<file path="src/irq_macros.svh">
// Shared constants for the interrupt core
// APB address and data widths
// Interrupt id width and implemented-line mask
// Register offsets and the mstatus MIE bit position

`ifndef IRQ_MACROS_SVH
`define IRQ_MACROS_SVH

////////////////////
// Widths
////////////////////

`define IRQ_ADDR_W 8
`define IRQ_DATA_W 32
`define IRQ_ID_W 5
`define IRQ_NUM 32

// Software (3), timer (7), external (11) and fast lines 16..31
`define IRQ_IMPL_MASK 32'hFFFF_0888

////////////////////
// Register map
////////////////////

`define REG_MSTATUS 8'h00
`define REG_MIE 8'h04
`define REG_MIP 8'h08
`define REG_IRQ_ID 8'h0C
`define REG_WFI 8'h10
`define REG_STATUS 8'h14

// Global machine interrupt enable inside mstatus
`define MSTATUS_MIE_BIT 3

`endif

</file>
<file path="src/irq_pkg.sv">
// Shared types for the interrupt core
// APB request and response bundles
// Register block to controller configuration
// Controller status back to the registers and sleep unit

`default_nettype none

`include "irq_macros.svh"

package irq_pkg;

  // APB pins from the master
  typedef struct packed {
    logic                   psel;
    logic                   penable;
    logic                   pwrite;
    logic [`IRQ_ADDR_W-1:0] paddr;
    logic [`IRQ_DATA_W-1:0] pwdata;
  } apb_req_t;

  // APB pins back to the master
  typedef struct packed {
    logic [`IRQ_DATA_W-1:0] prdata;
    logic                   pready;
    logic                   pslverr;
  } apb_rsp_t;

  // Enables from the register block
  typedef struct packed {
    logic [`IRQ_NUM-1:0] mie;
    logic                m_irq_enable;
  } irq_cfg_t;

  // Pending word, selected request and wake-up
  typedef struct packed {
    logic [`IRQ_NUM-1:0]  mip;
    logic                 irq_req;
    logic [`IRQ_ID_W-1:0] irq_id;
    logic                 irq_wu;
  } irq_status_t;

endpackage

`default_nettype wire

</file>
<file path="src/irq_regs.sv">
// Control register block with an APB slave port
// Holds mstatus.MIE and mie
// Issues the WFI sleep request pulse
// Read back of mip, selected id and sleep status

`timescale 1ns/1ps
`default_nettype none

`include "irq_macros.svh"

module irq_regs import irq_pkg::*; (
  input  wire logic        clk_i,
  input  wire logic        rst_n_i,

  // APB slave
  input  wire apb_req_t    apb_req_i,
  output apb_rsp_t         apb_rsp_o,

  // From the interrupt controller
  input  wire irq_status_t irq_status_i,

  // From the sleep unit
  input  wire logic        sleep_i,
  input  wire logic        fetch_enabled_i,

  // To the interrupt controller and sleep unit
  output irq_cfg_t         irq_cfg_o,
  output logic             wfi_req_o
);

  // Access phase qualifiers
  logic                   access;
  logic                   wr_en;
  logic                   mapped;

  // Register state
  logic                   mstatus_mie_q;
  logic [`IRQ_NUM-1:0]    mie_q;
  logic                   wfi_req_q;

  // Read mux result
  logic [`IRQ_DATA_W-1:0] rdata;

  ////////////////////
  // Decode
  ////////////////////

  // Access phase of a transfer, always a single cycle
  assign access = apb_req_i.psel & apb_req_i.penable;
  assign wr_en  = access & apb_req_i.pwrite;

  // Offset decode and read data
  always_comb begin
    mapped = 1'b1;
    rdata  = '0;
    case (apb_req_i.paddr)
      `REG_MSTATUS: begin
        rdata[`MSTATUS_MIE_BIT] = mstatus_mie_q;
      end
      `REG_MIE: begin
        rdata = mie_q;
      end
      `REG_MIP: begin
        rdata = irq_status_i.mip;
      end
      `REG_IRQ_ID: begin
        // Request flag on top, id in the low bits
        rdata[`IRQ_DATA_W-1]  = irq_status_i.irq_req;
        rdata[`IRQ_ID_W-1:0]  = irq_status_i.irq_id;
      end
      `REG_WFI: begin
        // Write only, reads as zero
        rdata = '0;
      end
      `REG_STATUS: begin
        rdata[0] = sleep_i;
        rdata[1] = fetch_enabled_i;
      end
      default: begin
        mapped = 1'b0;
      end
    endcase
  end

  ////////////////////
  // Registers
  ////////////////////

  // mstatus keeps only MIE, mie keeps only implemented lines
  always_ff @(posedge clk_i or negedge rst_n_i) begin
    if (!rst_n_i) begin
      mstatus_mie_q <= 1'b0;
      mie_q         <= '0;
    end else if (wr_en) begin
      if (apb_req_i.paddr == `REG_MSTATUS) begin
        mstatus_mie_q <= apb_req_i.pwdata[`MSTATUS_MIE_BIT];
      end
      if (apb_req_i.paddr == `REG_MIE) begin
        mie_q <= apb_req_i.pwdata & `IRQ_IMPL_MASK;
      end
    end
  end

  // One-cycle sleep request after a WFI write
  always_ff @(posedge clk_i or negedge rst_n_i) begin
    if (!rst_n_i) begin
      wfi_req_q <= 1'b0;
    end else begin
      wfi_req_q <= wr_en && (apb_req_i.paddr == `REG_WFI);
    end
  end

  ////////////////////
  // Outputs
  ////////////////////

  // No wait states
  assign apb_rsp_o.pready  = 1'b1;
  assign apb_rsp_o.prdata  = rdata;
  // Error only in the access phase of an unmapped offset
  assign apb_rsp_o.pslverr = access & ~mapped;

  assign irq_cfg_o.mie          = mie_q;
  assign irq_cfg_o.m_irq_enable = mstatus_mie_q;

  assign wfi_req_o = wfi_req_q;

endmodule

`default_nettype wire

</file>
<file path="src/irq_int_controller.sv">
// Machine-mode interrupt controller
// Registers the implemented lines into mip
// Masks with mie and the global enable
// Fixed priority selection and wake-up detection

`timescale 1ns/1ps
`default_nettype none

`include "irq_macros.svh"

module irq_int_controller import irq_pkg::*; (
  input  wire logic                clk_i,
  input  wire logic                rst_n_i,

  // Raw interrupt lines
  input  wire logic [`IRQ_NUM-1:0] irq_i,

  // Enables from the register block
  input  wire irq_cfg_t            irq_cfg_i,

  // Pending word and selected interrupt
  output irq_status_t              irq_status_o
);

  logic [`IRQ_NUM-1:0]  mip_q;
  logic [`IRQ_NUM-1:0]  irq_en;
  logic                 irq_wu;
  logic                 irq_req;
  logic [`IRQ_ID_W-1:0] irq_id_sel;

  ////////////////////
  // Pending
  ////////////////////

  // Unimplemented lines never show up as pending
  always_ff @(posedge clk_i or negedge rst_n_i) begin
    if (!rst_n_i) begin
      mip_q <= '0;
    end else begin
      mip_q <= irq_i & `IRQ_IMPL_MASK;
    end
  end

  // Pending and individually enabled
  assign irq_en = mip_q & irq_cfg_i.mie;

  // Wake-up ignores the global enable
  assign irq_wu  = |irq_en;
  assign irq_req = irq_wu & irq_cfg_i.m_irq_enable;

  ////////////////////
  // Priority
  ////////////////////

  // Lowest first, each later hit overrides
  // Order low to high: 7, 3, 11, then 16..31
  always_comb begin
    irq_id_sel = '0;
    if (irq_en[7]) begin
      irq_id_sel = `IRQ_ID_W'(7);
    end
    if (irq_en[3]) begin
      irq_id_sel = `IRQ_ID_W'(3);
    end
    if (irq_en[11]) begin
      irq_id_sel = `IRQ_ID_W'(11);
    end
    // Fast lines, highest index wins
    for (int i = 16; i < `IRQ_NUM; i++) begin
      if (irq_en[i]) begin
        irq_id_sel = `IRQ_ID_W'(i);
      end
    end
  end

  ////////////////////
  // Outputs
  ////////////////////

  assign irq_status_o.mip     = mip_q;
  assign irq_status_o.irq_req = irq_req;
  // Id is zero without a request
  assign irq_status_o.irq_id  = irq_req ? irq_id_sel : '0;
  assign irq_status_o.irq_wu  = irq_wu;

endmodule

`default_nettype wire

</file>
<file path="src/irq_sleep_unit.sv">
// Sleep unit
// Sticky fetch-enable latch
// Awake/sleep state machine driven by WFI and wake-up

`timescale 1ns/1ps
`default_nettype none

`include "irq_macros.svh"

module irq_sleep_unit import irq_pkg::*; (
  input  wire logic clk_i,
  input  wire logic rst_n_i,

  // Fetch enable from outside, sticky once seen
  input  wire logic fetch_enable_i,

  // Sleep request and wake-up
  input  wire logic wfi_req_i,
  input  wire logic irq_wu_i,

  // State out
  output logic      core_sleep_o,
  output logic      fetch_enabled_o
);

  logic fetch_enabled_q;
  logic sleep_q;

  // Stays set until reset
  always_ff @(posedge clk_i or negedge rst_n_i) begin
    if (!rst_n_i) begin
      fetch_enabled_q <= 1'b0;
    end else if (fetch_enable_i) begin
      fetch_enabled_q <= 1'b1;
    end
  end

  ////////////////////
  // Sleep FSM
  ////////////////////

  // Awake (0) or asleep (1)
  always_ff @(posedge clk_i or negedge rst_n_i) begin
    if (!rst_n_i) begin
      sleep_q <= 1'b0;
    end else if (sleep_q) begin
      // Any enabled pending line wakes the core
      if (irq_wu_i) begin
        sleep_q <= 1'b0;
      end
    end else begin
      // No sleep before fetch starts or with a wake-up already there
      if (wfi_req_i && fetch_enabled_q && !irq_wu_i) begin
        sleep_q <= 1'b1;
      end
    end
  end

  assign core_sleep_o    = sleep_q;
  assign fetch_enabled_o = fetch_enabled_q;

endmodule

`default_nettype wire

</file>
<file path="src/irq_core_top.sv">
// Top level of the interrupt core
// APB pin bundling
// Register block, interrupt controller and sleep unit

`timescale 1ns/1ps
`default_nettype none

`include "irq_macros.svh"

module irq_core_top import irq_pkg::*; (
  input  wire logic                   clk_i,
  input  wire logic                   rst_n_i,

  // APB slave
  input  wire logic                   psel_i,
  input  wire logic                   penable_i,
  input  wire logic                   pwrite_i,
  input  wire logic [`IRQ_ADDR_W-1:0] paddr_i,
  input  wire logic [`IRQ_DATA_W-1:0] pwdata_i,
  output logic      [`IRQ_DATA_W-1:0] prdata_o,
  output logic                        pready_o,
  output logic                        pslverr_o,

  // Interrupt lines and fetch control
  input  wire logic [`IRQ_NUM-1:0]    irq_i,
  input  wire logic                   fetch_enable_i,

  // To the pipeline
  output logic                        irq_req_o,
  output logic      [`IRQ_ID_W-1:0]   irq_id_o,
  output logic                        core_sleep_o
);

  apb_req_t    apb_req;
  apb_rsp_t    apb_rsp;
  irq_cfg_t    irq_cfg;
  irq_status_t irq_status;
  logic        wfi_req;
  logic        fetch_enabled;

  ////////////////////
  // APB bundling
  ////////////////////

  assign apb_req.psel    = psel_i;
  assign apb_req.penable = penable_i;
  assign apb_req.pwrite  = pwrite_i;
  assign apb_req.paddr   = paddr_i;
  assign apb_req.pwdata  = pwdata_i;

  assign prdata_o  = apb_rsp.prdata;
  assign pready_o  = apb_rsp.pready;
  assign pslverr_o = apb_rsp.pslverr;

  // Selected interrupt to the pipeline
  assign irq_req_o = irq_status.irq_req;
  assign irq_id_o  = irq_status.irq_id;

  ////////////////////
  // Instances
  ////////////////////

  irq_regs irq_regs_inst (
    .clk_i           ( clk_i         ),
    .rst_n_i         ( rst_n_i       ),
    .apb_req_i       ( apb_req       ),
    .apb_rsp_o       ( apb_rsp       ),
    .irq_status_i    ( irq_status    ),
    .sleep_i         ( core_sleep_o  ),
    .fetch_enabled_i ( fetch_enabled ),
    .irq_cfg_o       ( irq_cfg       ),
    .wfi_req_o       ( wfi_req       )
  );

  irq_int_controller irq_int_controller_inst (
    .clk_i           ( clk_i         ),
    .rst_n_i         ( rst_n_i       ),
    .irq_i           ( irq_i         ),
    .irq_cfg_i       ( irq_cfg       ),
    .irq_status_o    ( irq_status    )
  );

  irq_sleep_unit irq_sleep_unit_inst (
    .clk_i           ( clk_i             ),
    .rst_n_i         ( rst_n_i           ),
    .fetch_enable_i  ( fetch_enable_i    ),
    .wfi_req_i       ( wfi_req           ),
    .irq_wu_i        ( irq_status.irq_wu ),
    .core_sleep_o    ( core_sleep_o      ),
    .fetch_enabled_o ( fetch_enabled     )
  );

endmodule

`default_nettype wire

</file>
<file path="config.mk">
export PLATFORM = sky130hd
export DESIGN_NAME = irq_core_top
export DESIGN_NICKNAME = d
export VERILOG_FILES = /design/src/irq_pkg.sv /design/src/irq_regs.sv /design/src/irq_int_controller.sv /design/src/irq_sleep_unit.sv /design/src/irq_core_top.sv
export VERILOG_INCLUDE_DIRS = /design/src /design/src/src
export SDC_FILE = /design/constraint.sdc
export NUM_CORES = 1
export LEC_CHECK = 0
export ABC_AREA = 1
export BUFFER_PORTS_ARGS = -buffer_cell sky130_fd_sc_hd__buf_2
export CORE_AREA = 2 2 70 99
export CTS_BUF_LIST = sky130_fd_sc_hd__clkbuf_8
export CTS_CLUSTER_SIZE = 28
export DETAILED_ROUTE_END_ITERATION = 16
export DIE_AREA = 0 0 72 101
export GPL_TIMING_DRIVEN = 0
export HOLD_SLACK_MARGIN = 0.03
export PLACE_DENSITY = 0.79
export SYNTH_ARGS = -nofsm -noshare
export SYNTH_HDL_FRONTEND = slang
export SYNTH_SLANG_ARGS = --single-unit
export TNS_END_PERCENT = 100
</file>
<file path="constraint.sdc">
create_clock -name clk_i -period 1.66 [get_ports clk_i]
set_input_delay 0.249 -clock clk_i [delete_from_list [all_inputs] [get_ports clk_i]]
set_output_delay 0.249 -clock clk_i [all_outputs]
set_load 0.005 [all_outputs]
</file>
# Yosys cells after proc, flatten, opt, wreduce, memory -nomap -nowiden
# Cells that the tools add are included.
dict set report totals {
  reg_bits 42
  latchBits 0
  ram_bits 0
  romBits 0
  inputBits 78
  out_inout_bits 41
  word_cells 56
  memories 0
}
dict set report op_classes {
  addsub 0
  mul 0
  div 0
  order_cmp 0
  eq_ne 5
  shifts 0
  muxes 30
  bitwise 6
  reduce_logical 9
}
# cell n
set op_table {}
lappend op_table {{5-bit two-way mux} 19}
lappend op_table {{26-bit case mux with 2 select lines} 1}
lappend op_table {{32-bit bitwise AND} 1}
lappend op_table {{32-bit OR reduction} 1}
lappend op_table {{8-bit by 4-bit == test with 1-bit output (second input constant)} 2}
lappend op_table {{8-bit by 5-bit == test with 1-bit output (second input constant)} 2}
lappend op_table {{8-bit by 3-bit == test with 1-bit output (second input constant)} 1}
lappend op_table {{8-bit zero test} 1}
lappend op_table {{1-bit two-way mux} 6}
lappend op_table {{6-bit OR reduction} 1}
lappend op_table {{1-bit bitwise AND} 4}
lappend op_table {{1-bit case mux with 4 select lines} 1}
lappend op_table {{2-bit case mux with 2 select lines} 1}
lappend op_table {{2-bit AND reduction} 2}
lappend op_table {{1-bit logical AND} 3}
lappend op_table {{3-bit two-way mux} 1}
lappend op_table {{1-bit case mux with 3 select lines} 1}
lappend op_table {{1-bit zero test} 1}
lappend op_table {{1-bit inverter} 1}

# Depth between registers and ports, before layout
# Gate-level depths: netlist of the first run.
dict set report depth {
  depth_word 22
  depth_mapped 20
  ltp_nobuf 20
}

# Cells and area by module
# Synthesis of the first run repeated with hierarchy kept, for this count alone.
dict set report hier_totals {
  cells_unflattened 359
  hier_area_um2 2536.2
}
# module instances cells_per_inst area_per_inst_um2 seq_area_each_um2
set by_module_without_submodules {}
lappend by_module_without_submodules {irq_regs 1 248 1580.3 525.5}
lappend by_module_without_submodules {irq_int_controller 1 105 887.1 475.5}
lappend by_module_without_submodules {irq_sleep_unit 1 6 68.8 50.0}

# Least setup slack after synthesis of the first run
# Ideal clock, no wire load.
dict set report synth_path {
  kind {register -> output}
  from {register irq_regs_inst.mie_q[11]}
  to {output port irq_id_o[0]}
  arrival_ns 1.405
  required_ns 1.411
  slack_ns 0.006
  stages_incl_launch_ff 20
  path_buffers 1
  path_cell_list {dfrtp_1 nand2_2 nand3_2 nand2_1 nand2_1 nand2_1 nand2_1 nand2_1 nand2_1 nand2_1 nand2_1 nand2_1 nand2_1 nand2_1 nand2_1 nand2_1 nand2_1 nand2_1 a21oi_1 buf_4}
}
# element line
set synth_rtl {}
lappend synth_rtl {{from (decl)} irq_regs.sv:38} ;# logic [`IRQ_NUM-1:0] mie_q;
lappend synth_rtl {{from (signal assigned)} irq_regs.sv:99} ;# mie_q <= apb_req_i.pwdata & `IRQ_IMPL_MASK;
lappend synth_rtl {{to (decl)} irq_core_top.sv:30} ;# output logic [`IRQ_ID_W-1:0] irq_id_o,

==> impl_metrics.yaml, run 1 <==
timing:
  worst_slew_margin_rel: 0.349
  final-max-slew-violation-count: 0
  tightest_slew_ns: 0.976
  fin_skew_ns: 0.00987
  period_minus_slack_ns: 2.23
  worst_slack_ns: -0.571
  fin_crit_sh: 1.34
  fmax_ghz: 0.448
  rsz0062_at_grt: "true"
  setup_viol: 29
  finalHoldViolCount: 0
  finalSetupTns_ns: -5.91
detailed_routing:
  met3_length_um: 381
  drc: 0
  top_layer_used: "met4"
  met2_length_um: 3380
  wl_per_cell_um: 14.4
  ant_nets: 0
  totalWireLength_um: 6340
  wl_met1_um: 2440
  vias: 2041
  viasPerCell: 4.65
  initialDrtViolationCount: 81
  dr.pass1.iters: 4
placed_design:
  dpl.hpwl_um: 4110
  place_congestion: 0.810
  dp_cells: 385
  pre_cts_ws_ns: -0.344
  port_buffers: 82
  placed_area_um2: 2720
synth:
  synth_compound_area_frac: 0.103
  synthesis.area_um2: 2190
  muxShareOfSynthArea: 0.123
  synthAdderAreaFrac: 0
  synth_cell_type_count: 30
  yosysTopAreaCellShare: 0.480
  ys_ff_latch: 42
  synth_top_cell_by_area: "dfrtp_1"
  synth_top_family_by_area: "simple AND/OR/NAND/NOR gates"
  synthSimpleGateAreaFrac: 0.196
  syn_area_per_cell_um2: 9.90
  synth-xor-area-share: 0
  netlist_instances: 221
  yosys_warnings: 0
  netlist_top_cells_area: "dfrtp_1, mux2_4, nand2_1"
  yosysSeqAreaShare: 0.480
clocking:
  cts_buffers: 5
  cts_tree: "yes"
  cts_buffer_depth: 2
  cts_root_buffer: "clkbuf_8"
  htreeDepth: 2
  clock_latency_ns: 0.29
  clk_pin_slew_ns: 0.09
  clkSinkCount: 42
global_routing:
  grt_pass1_wl_um: 9470
  antenna_found_initial: 0
  overflow: 0
  grt_pass1_vias: 2000
  grt_max_degree: 43
  grt_usage: 0.169
floorplanning:
  die_h_um: 101
  io_pins: 119
  core_area_um2: 6440
  die_w_um: 72
  start_util: 0.340
  fp.dieArea_um2: 7270
  rows: 35
worst_setup_path:
  r2r-end: "irq_sleep_unit_inst.core_sleep_o$_DFF_PN0_"
  r2r_setup_slack_ns: 0.33
  cp-startpoint: "irq_int_controller_inst.mip_q[11]$_DFF_PN0_"
  slowest_delay_ns: 0.40
  worstRegToRegCells: 6
  cp_top_family: "simple AND/OR/NAND/NOR gates"
  crit_arrival_ns: 1.98
  r2r-start: "irq_regs_inst.mie_q[30]$_DFFE_PN0P_"
  cpMaxStageDelayCell: "dfrtp_1"
  path_cells: "nand2_2 -> nand3_4 -> buf_4 -> a31oi_1 -> nor2_1 -> nor2_1 -> nor2_1 -> nor2_1 -> nor2_1 -> nor2_1 -> nor2_1 -> a32o_1 -> buf_2"
  worstSetupPathType: "reg2out"
  cp_num_cells: 13
  cp_max_fo: 3
  cp-end-kind: "output port"
  critPathLaunchType: "register"
  endpoint: "prdata_o[1]"
  cp.required_ns: 1.41
  cpMostUsedCell: "nor2_1"
  critPathBufInv: 2
run_status:
  violations: "negative setup slack"
  status: "finished with violations"
layout:
  final_common_cell: "buf_2"
  fin_area_um2: 3470
  final_cell_mix: "buf_2, buf_4, dfrtp_1"
  synthToLayoutAreaGrowth_pct: 58.5
  fin_cells: 439
  diodes: 0
  layout-drive-gt1-share: 0.616
  fin_nets: 442
  fillers: 573
hold_path:
  min_path_type: "in2reg"
power_and_ir_drop:
  ir_drop_uv: 386
  leakage_nw: 1.95
  design_power_total_w: 0.00202
  power_density_nw_per_um2: 583
job:
  drv_cap: 0
## metrics by stage
step	util	hold slack (ns)
after detailed placement	0.423	0.358
final	0.539	0.0531
after global placement	0.423	0.357
after CTS	0.503	0.0475
after floorplan	-	-0.0466
after global routing	0.539	0.0391
## layer usage
layer  track usage  up-vias
li1              -     1003
met1         0.196      938
met5             0        -
met4        0.0406        0
met3        0.0350       15
met2         0.313       85
## final cells by class
| class | instances | area [um^2] | area share |
|---|---|---|---|
| inverters | 13 | 51.3 | 0.0148 |
| flip-flops and latches | 42 | 1050 | 0.303 |
| plain buffers | 18 | 158 | 0.0454 |
| well taps | 74 | 92.6 | 0.0267 |
| clock buffers | 6 | 82.6 | 0.0238 |
| repair buffers | 131 | 888 | 0.256 |
| multi-input cells | 153 | 1130 | 0.327 |
| clock inverters | 2 | 12.5 | 0.00361 |
## cells in the mapped netlist, drive strengths merged
master,instances
a22o,17
nor2,25
nand4,2
nand2,55
a21boi,1
o21ai,3
a32o,1
mux2,18
or2,1
a221oi,1
nor3,3
nand3,6
inv,13
a31oi,2
a21oi,3
nor4,4
conb,2
dfrtp,42
o21bai,1
buf,21
## logic make-up after synthesis
group / after synthesis
and+or+nand+nor: 96
muxes: 18
buffers and inverters: 34
other: 2
DFF: 42
AOI/OAI and AO/OA: 29
## sequential cells by signal, summed over array words and instances, names as in the netlist
| signal | flops |
|---|---|
| irq_int_controller_inst.mip_q | 19 |
| irq_sleep_unit_inst.core_sleep_o | 1 |
| irq_sleep_unit_inst.fetch_enabled_o | 1 |
| irq_regs_inst.mie_q | 19 |
| irq_regs_inst.wfi_req_o | 1 |
| irq_regs_inst.mstatus_mie_q | 1 |
## worst min-delay path by stage
stage                     startpoint                                           to  slack (ns)  cells after the start
after floorplan              rst_n_i  irq_int_controller_inst.mip_q[11]$_DFF_PN0_       -0.05                      0
after global placement     irq_i[20]  irq_int_controller_inst.mip_q[20]$_DFF_PN0_        0.36                      1
after detailed placement   irq_i[21]  irq_int_controller_inst.mip_q[21]$_DFF_PN0_        0.36                      1
after CTS                  irq_i[11]  irq_int_controller_inst.mip_q[11]$_DFF_PN0_        0.05                      1
after global routing       irq_i[21]  irq_int_controller_inst.mip_q[21]$_DFF_PN0_        0.04                      1
final                      irq_i[11]  irq_int_controller_inst.mip_q[11]$_DFF_PN0_        0.05                      1
## worst reg2reg max path, cell delays in order, from the launching register on
cell,delay (ns)
dfrtp_1,0.41
nand2_2,0.09
nand2_1,0.09
nor2_2,0.16
nand2_2,0.09
buf_4,0.16
nor4_1,0.23
## repair_timing
action,in CTS,in global routing
setup buffers,33,16
gates cloned,2,0
pin swaps,15,25
gates resized for setup,40,41
endpoints found under the setup margin,30,30
hold buffers,0,0
## where the power goes
| group | internal [W] | leakage, nW | switching, W | total (W) |
|---|---|---|---|---|
| sequential | 0.00105 | 0.537 | 0.0000196 | 0.00107 |
| clock | 0.000335 | 0.0472 | 0.000353 | 0.000688 |
| combinational | 0.000136 | 1.37 | 0.000127 | 0.000262 |
| total | 0.00152 | 1.95 | 0.000499 | 0.00202 |
(Power assumes the default switching activity.)
==> run 2: changes to the inputs <==
CTS_BUF_LIST = sky130_fd_sc_hd__clkbuf_4 sky130_fd_sc_hd__clkbuf_8   (was sky130_fd_sc_hd__clkbuf_8)
MAX_ROUTING_LAYER = met4   (was default)
==> impl_metrics.yaml, run 2 (synthesis gave the netlist of run 1 again) <==
worst_setup_path:
  critPathLaunchType: "register"
  worstRegToRegCells: 6
  worstSetupPathType: "reg2out"
  cp.required_ns: 1.41
  cp-end-kind: "output port"
  cp_max_fo: 3
  crit_arrival_ns: 1.98
power_and_ir_drop:
  power_density_nw_per_um2: 583
  design_power_total_w: 0.00202
  ir_drop_uv: 384
  leakage_nw: 1.95
detailed_routing:
  vias: 2028
  wl_per_cell_um: 14.4
  ant_nets: 0
  totalWireLength_um: 6330
  initialDrtViolationCount: 93
  drc: 0
  dr.pass1.iters: 4
  viasPerCell: 4.62
layout:
  final_common_cell: "buf_2"
  top_regs: "irq_int_controller_inst.mip_q x19, irq_regs_inst.mie_q x19"
  synthToLayoutAreaGrowth_pct: 58.5
  fillers: 573
  final_cell_mix: "buf_2, buf_4, dfrtp_1"
  layout-drive-gt1-share: 0.616
  diodes: 0
  fin_area_um2: 3470
  area.sequential_um2: 1050
  fin_nets: 442
  multi_input_area_um2: 1130
floorplanning:
  start_util: 0.340
  fp.dieArea_um2: 7270
  rows: 35
  die_w_um: 72
  io_pins: 119
  die_h_um: 101
  core_area_um2: 6440
placed_design:
  dpl.hpwl_um: 4110
  place_congestion: 0.822
  pre_cts_ws_ns: -0.344
  port_buffers: 82
  placed_area_um2: 2720
timing:
  final-max-slew-violation-count: 0
  worst_slack_ns: -0.569
  period_minus_slack_ns: 2.23
  fin_skew_ns: 0.0101
  rsz0062_at_grt: "true"
  setup_viol: 29
  fmax_ghz: 0.449
  finalHoldViolCount: 0
  fin_crit_sh: 1.34
  tightest_slew_ns: 0.975
  worst_slew_margin_rel: 0.350
global_routing:
  grt_usage: 0.174
  antenna_found_initial: 0
  met3_usage: 0.0320
  overflow: 0
  met2_usage: 0.315
  grt_pass1_wl_um: 9480
  grt.busiest_layer: "met2"
  grt_max_degree: 43
  grt_pass1_vias: 1998
  grt_util_met1: 0.197
clocking:
  cts_tree: "yes"
  cts_buffers: 5
  cts_root_buffer: "clkbuf_8"
  htreeDepth: 2
  clock_latency_ns: 0.29
  cts_buffer_depth: 2
  clk_pin_slew_ns: 0.09
  clkSinkCount: 42
  cts_hold_buf: 0
run_status:
  violations: "negative setup slack"
  status: "finished with violations"
job:
  drv_cap: 0
hold_path:
  min_path_type: "in2reg"
  hold_path_depth: 1
==> run 2: cell counts in the layout (fill, tap and decap cells not counted) <==
No cell type changed its count.
==> run 2: power by group <==
part / total, W / switching, W / internal (W)
Sequential: 0.00107 / 0.0000196 / 0.00105
Clock: 0.000687 / 0.000353 / 0.000335
Combinational: 0.000262 / 0.000127 / 0.000136
Total: 0.00202 / 0.000499 / 0.00152
==> run 2: final cells by class <==
type                       instances  area share
multi-input combinational        153       0.327
sequential                        42       0.303
timing repair buffer             131       0.256
buffer                            18      0.0454
tap                               74      0.0267
clock buffer                       6      0.0238
inverter                          13      0.0148
clock inverter                     2     0.00361
==> run 2: layer usage <==
metal  part of all wire  wire, um  vias to the layer above
met5                  0         0                        -
met4              0.017       109                        0
met3              0.054       342                       11
met2               0.54      3410                       76
met1               0.39      2470                      941
li1                   -         -                     1000
==> run 2: metrics by stage <==
step	cells	hold WS (ns)	setup TNS, ns	utilization
3_5_place_dp	385	0.358	-7.68	0.423
2_1_floorplan	229	-0.0466	0	-
3_3_place_gp	385	0.357	-6.08	0.423
6_report	439	0.0524	-5.87	0.539
5_1_grt	439	0.0391	-8.84	0.539
4_1_cts	428	0.0475	-5.53	0.503
==> run 2: final timing paths <==
kind                                                                       from                                         endpoint  slack [ns]
max in group asynchronous                                               rst_n_i      irq_int_controller_inst.mip_q[24]$_DFF_PN0_        0.94
worst max-delay path                irq_int_controller_inst.mip_q[11]$_DFF_PN0_                                      prdata_o[1]       -0.57
worst max register to register              irq_regs_inst.mie_q[30]$_DFFE_PN0P_       irq_sleep_unit_inst.core_sleep_o$_DFF_PN0_        0.32
worst min register to register  irq_sleep_unit_inst.fetch_enabled_o$_DFFE_PN0P_  irq_sleep_unit_inst.fetch_enabled_o$_DFFE_PN0P_        0.52
worst min-delay path                                                  irq_i[11]      irq_int_controller_inst.mip_q[11]$_DFF_PN0_        0.05
min in group asynchronous                                               rst_n_i          irq_regs_inst.mstatus_mie_q$_DFFE_PN0P_        0.10
==> run 2: worst max-delay path, stage by stage (launching register included) <==
cell	delay [ns]
dfrtp_1	0.40
nand2_2	0.10
nand3_4	0.08
buf_4	0.16
a31oi_1	0.13
nor2_1	0.05
nor2_1	0.09
nor2_1	0.05
nor2_1	0.10
nor2_1	0.05
nor2_1	0.09
nor2_1	0.06
a32o_1	0.20
buf_2	0.12
==> run 2: what timing repair did <==
item	CTS	global route
pin swaps	15	25
gates cloned	2	0
setup buffers	33	16
setup endpoints to repair	30	30
gates resized for setup	40	41
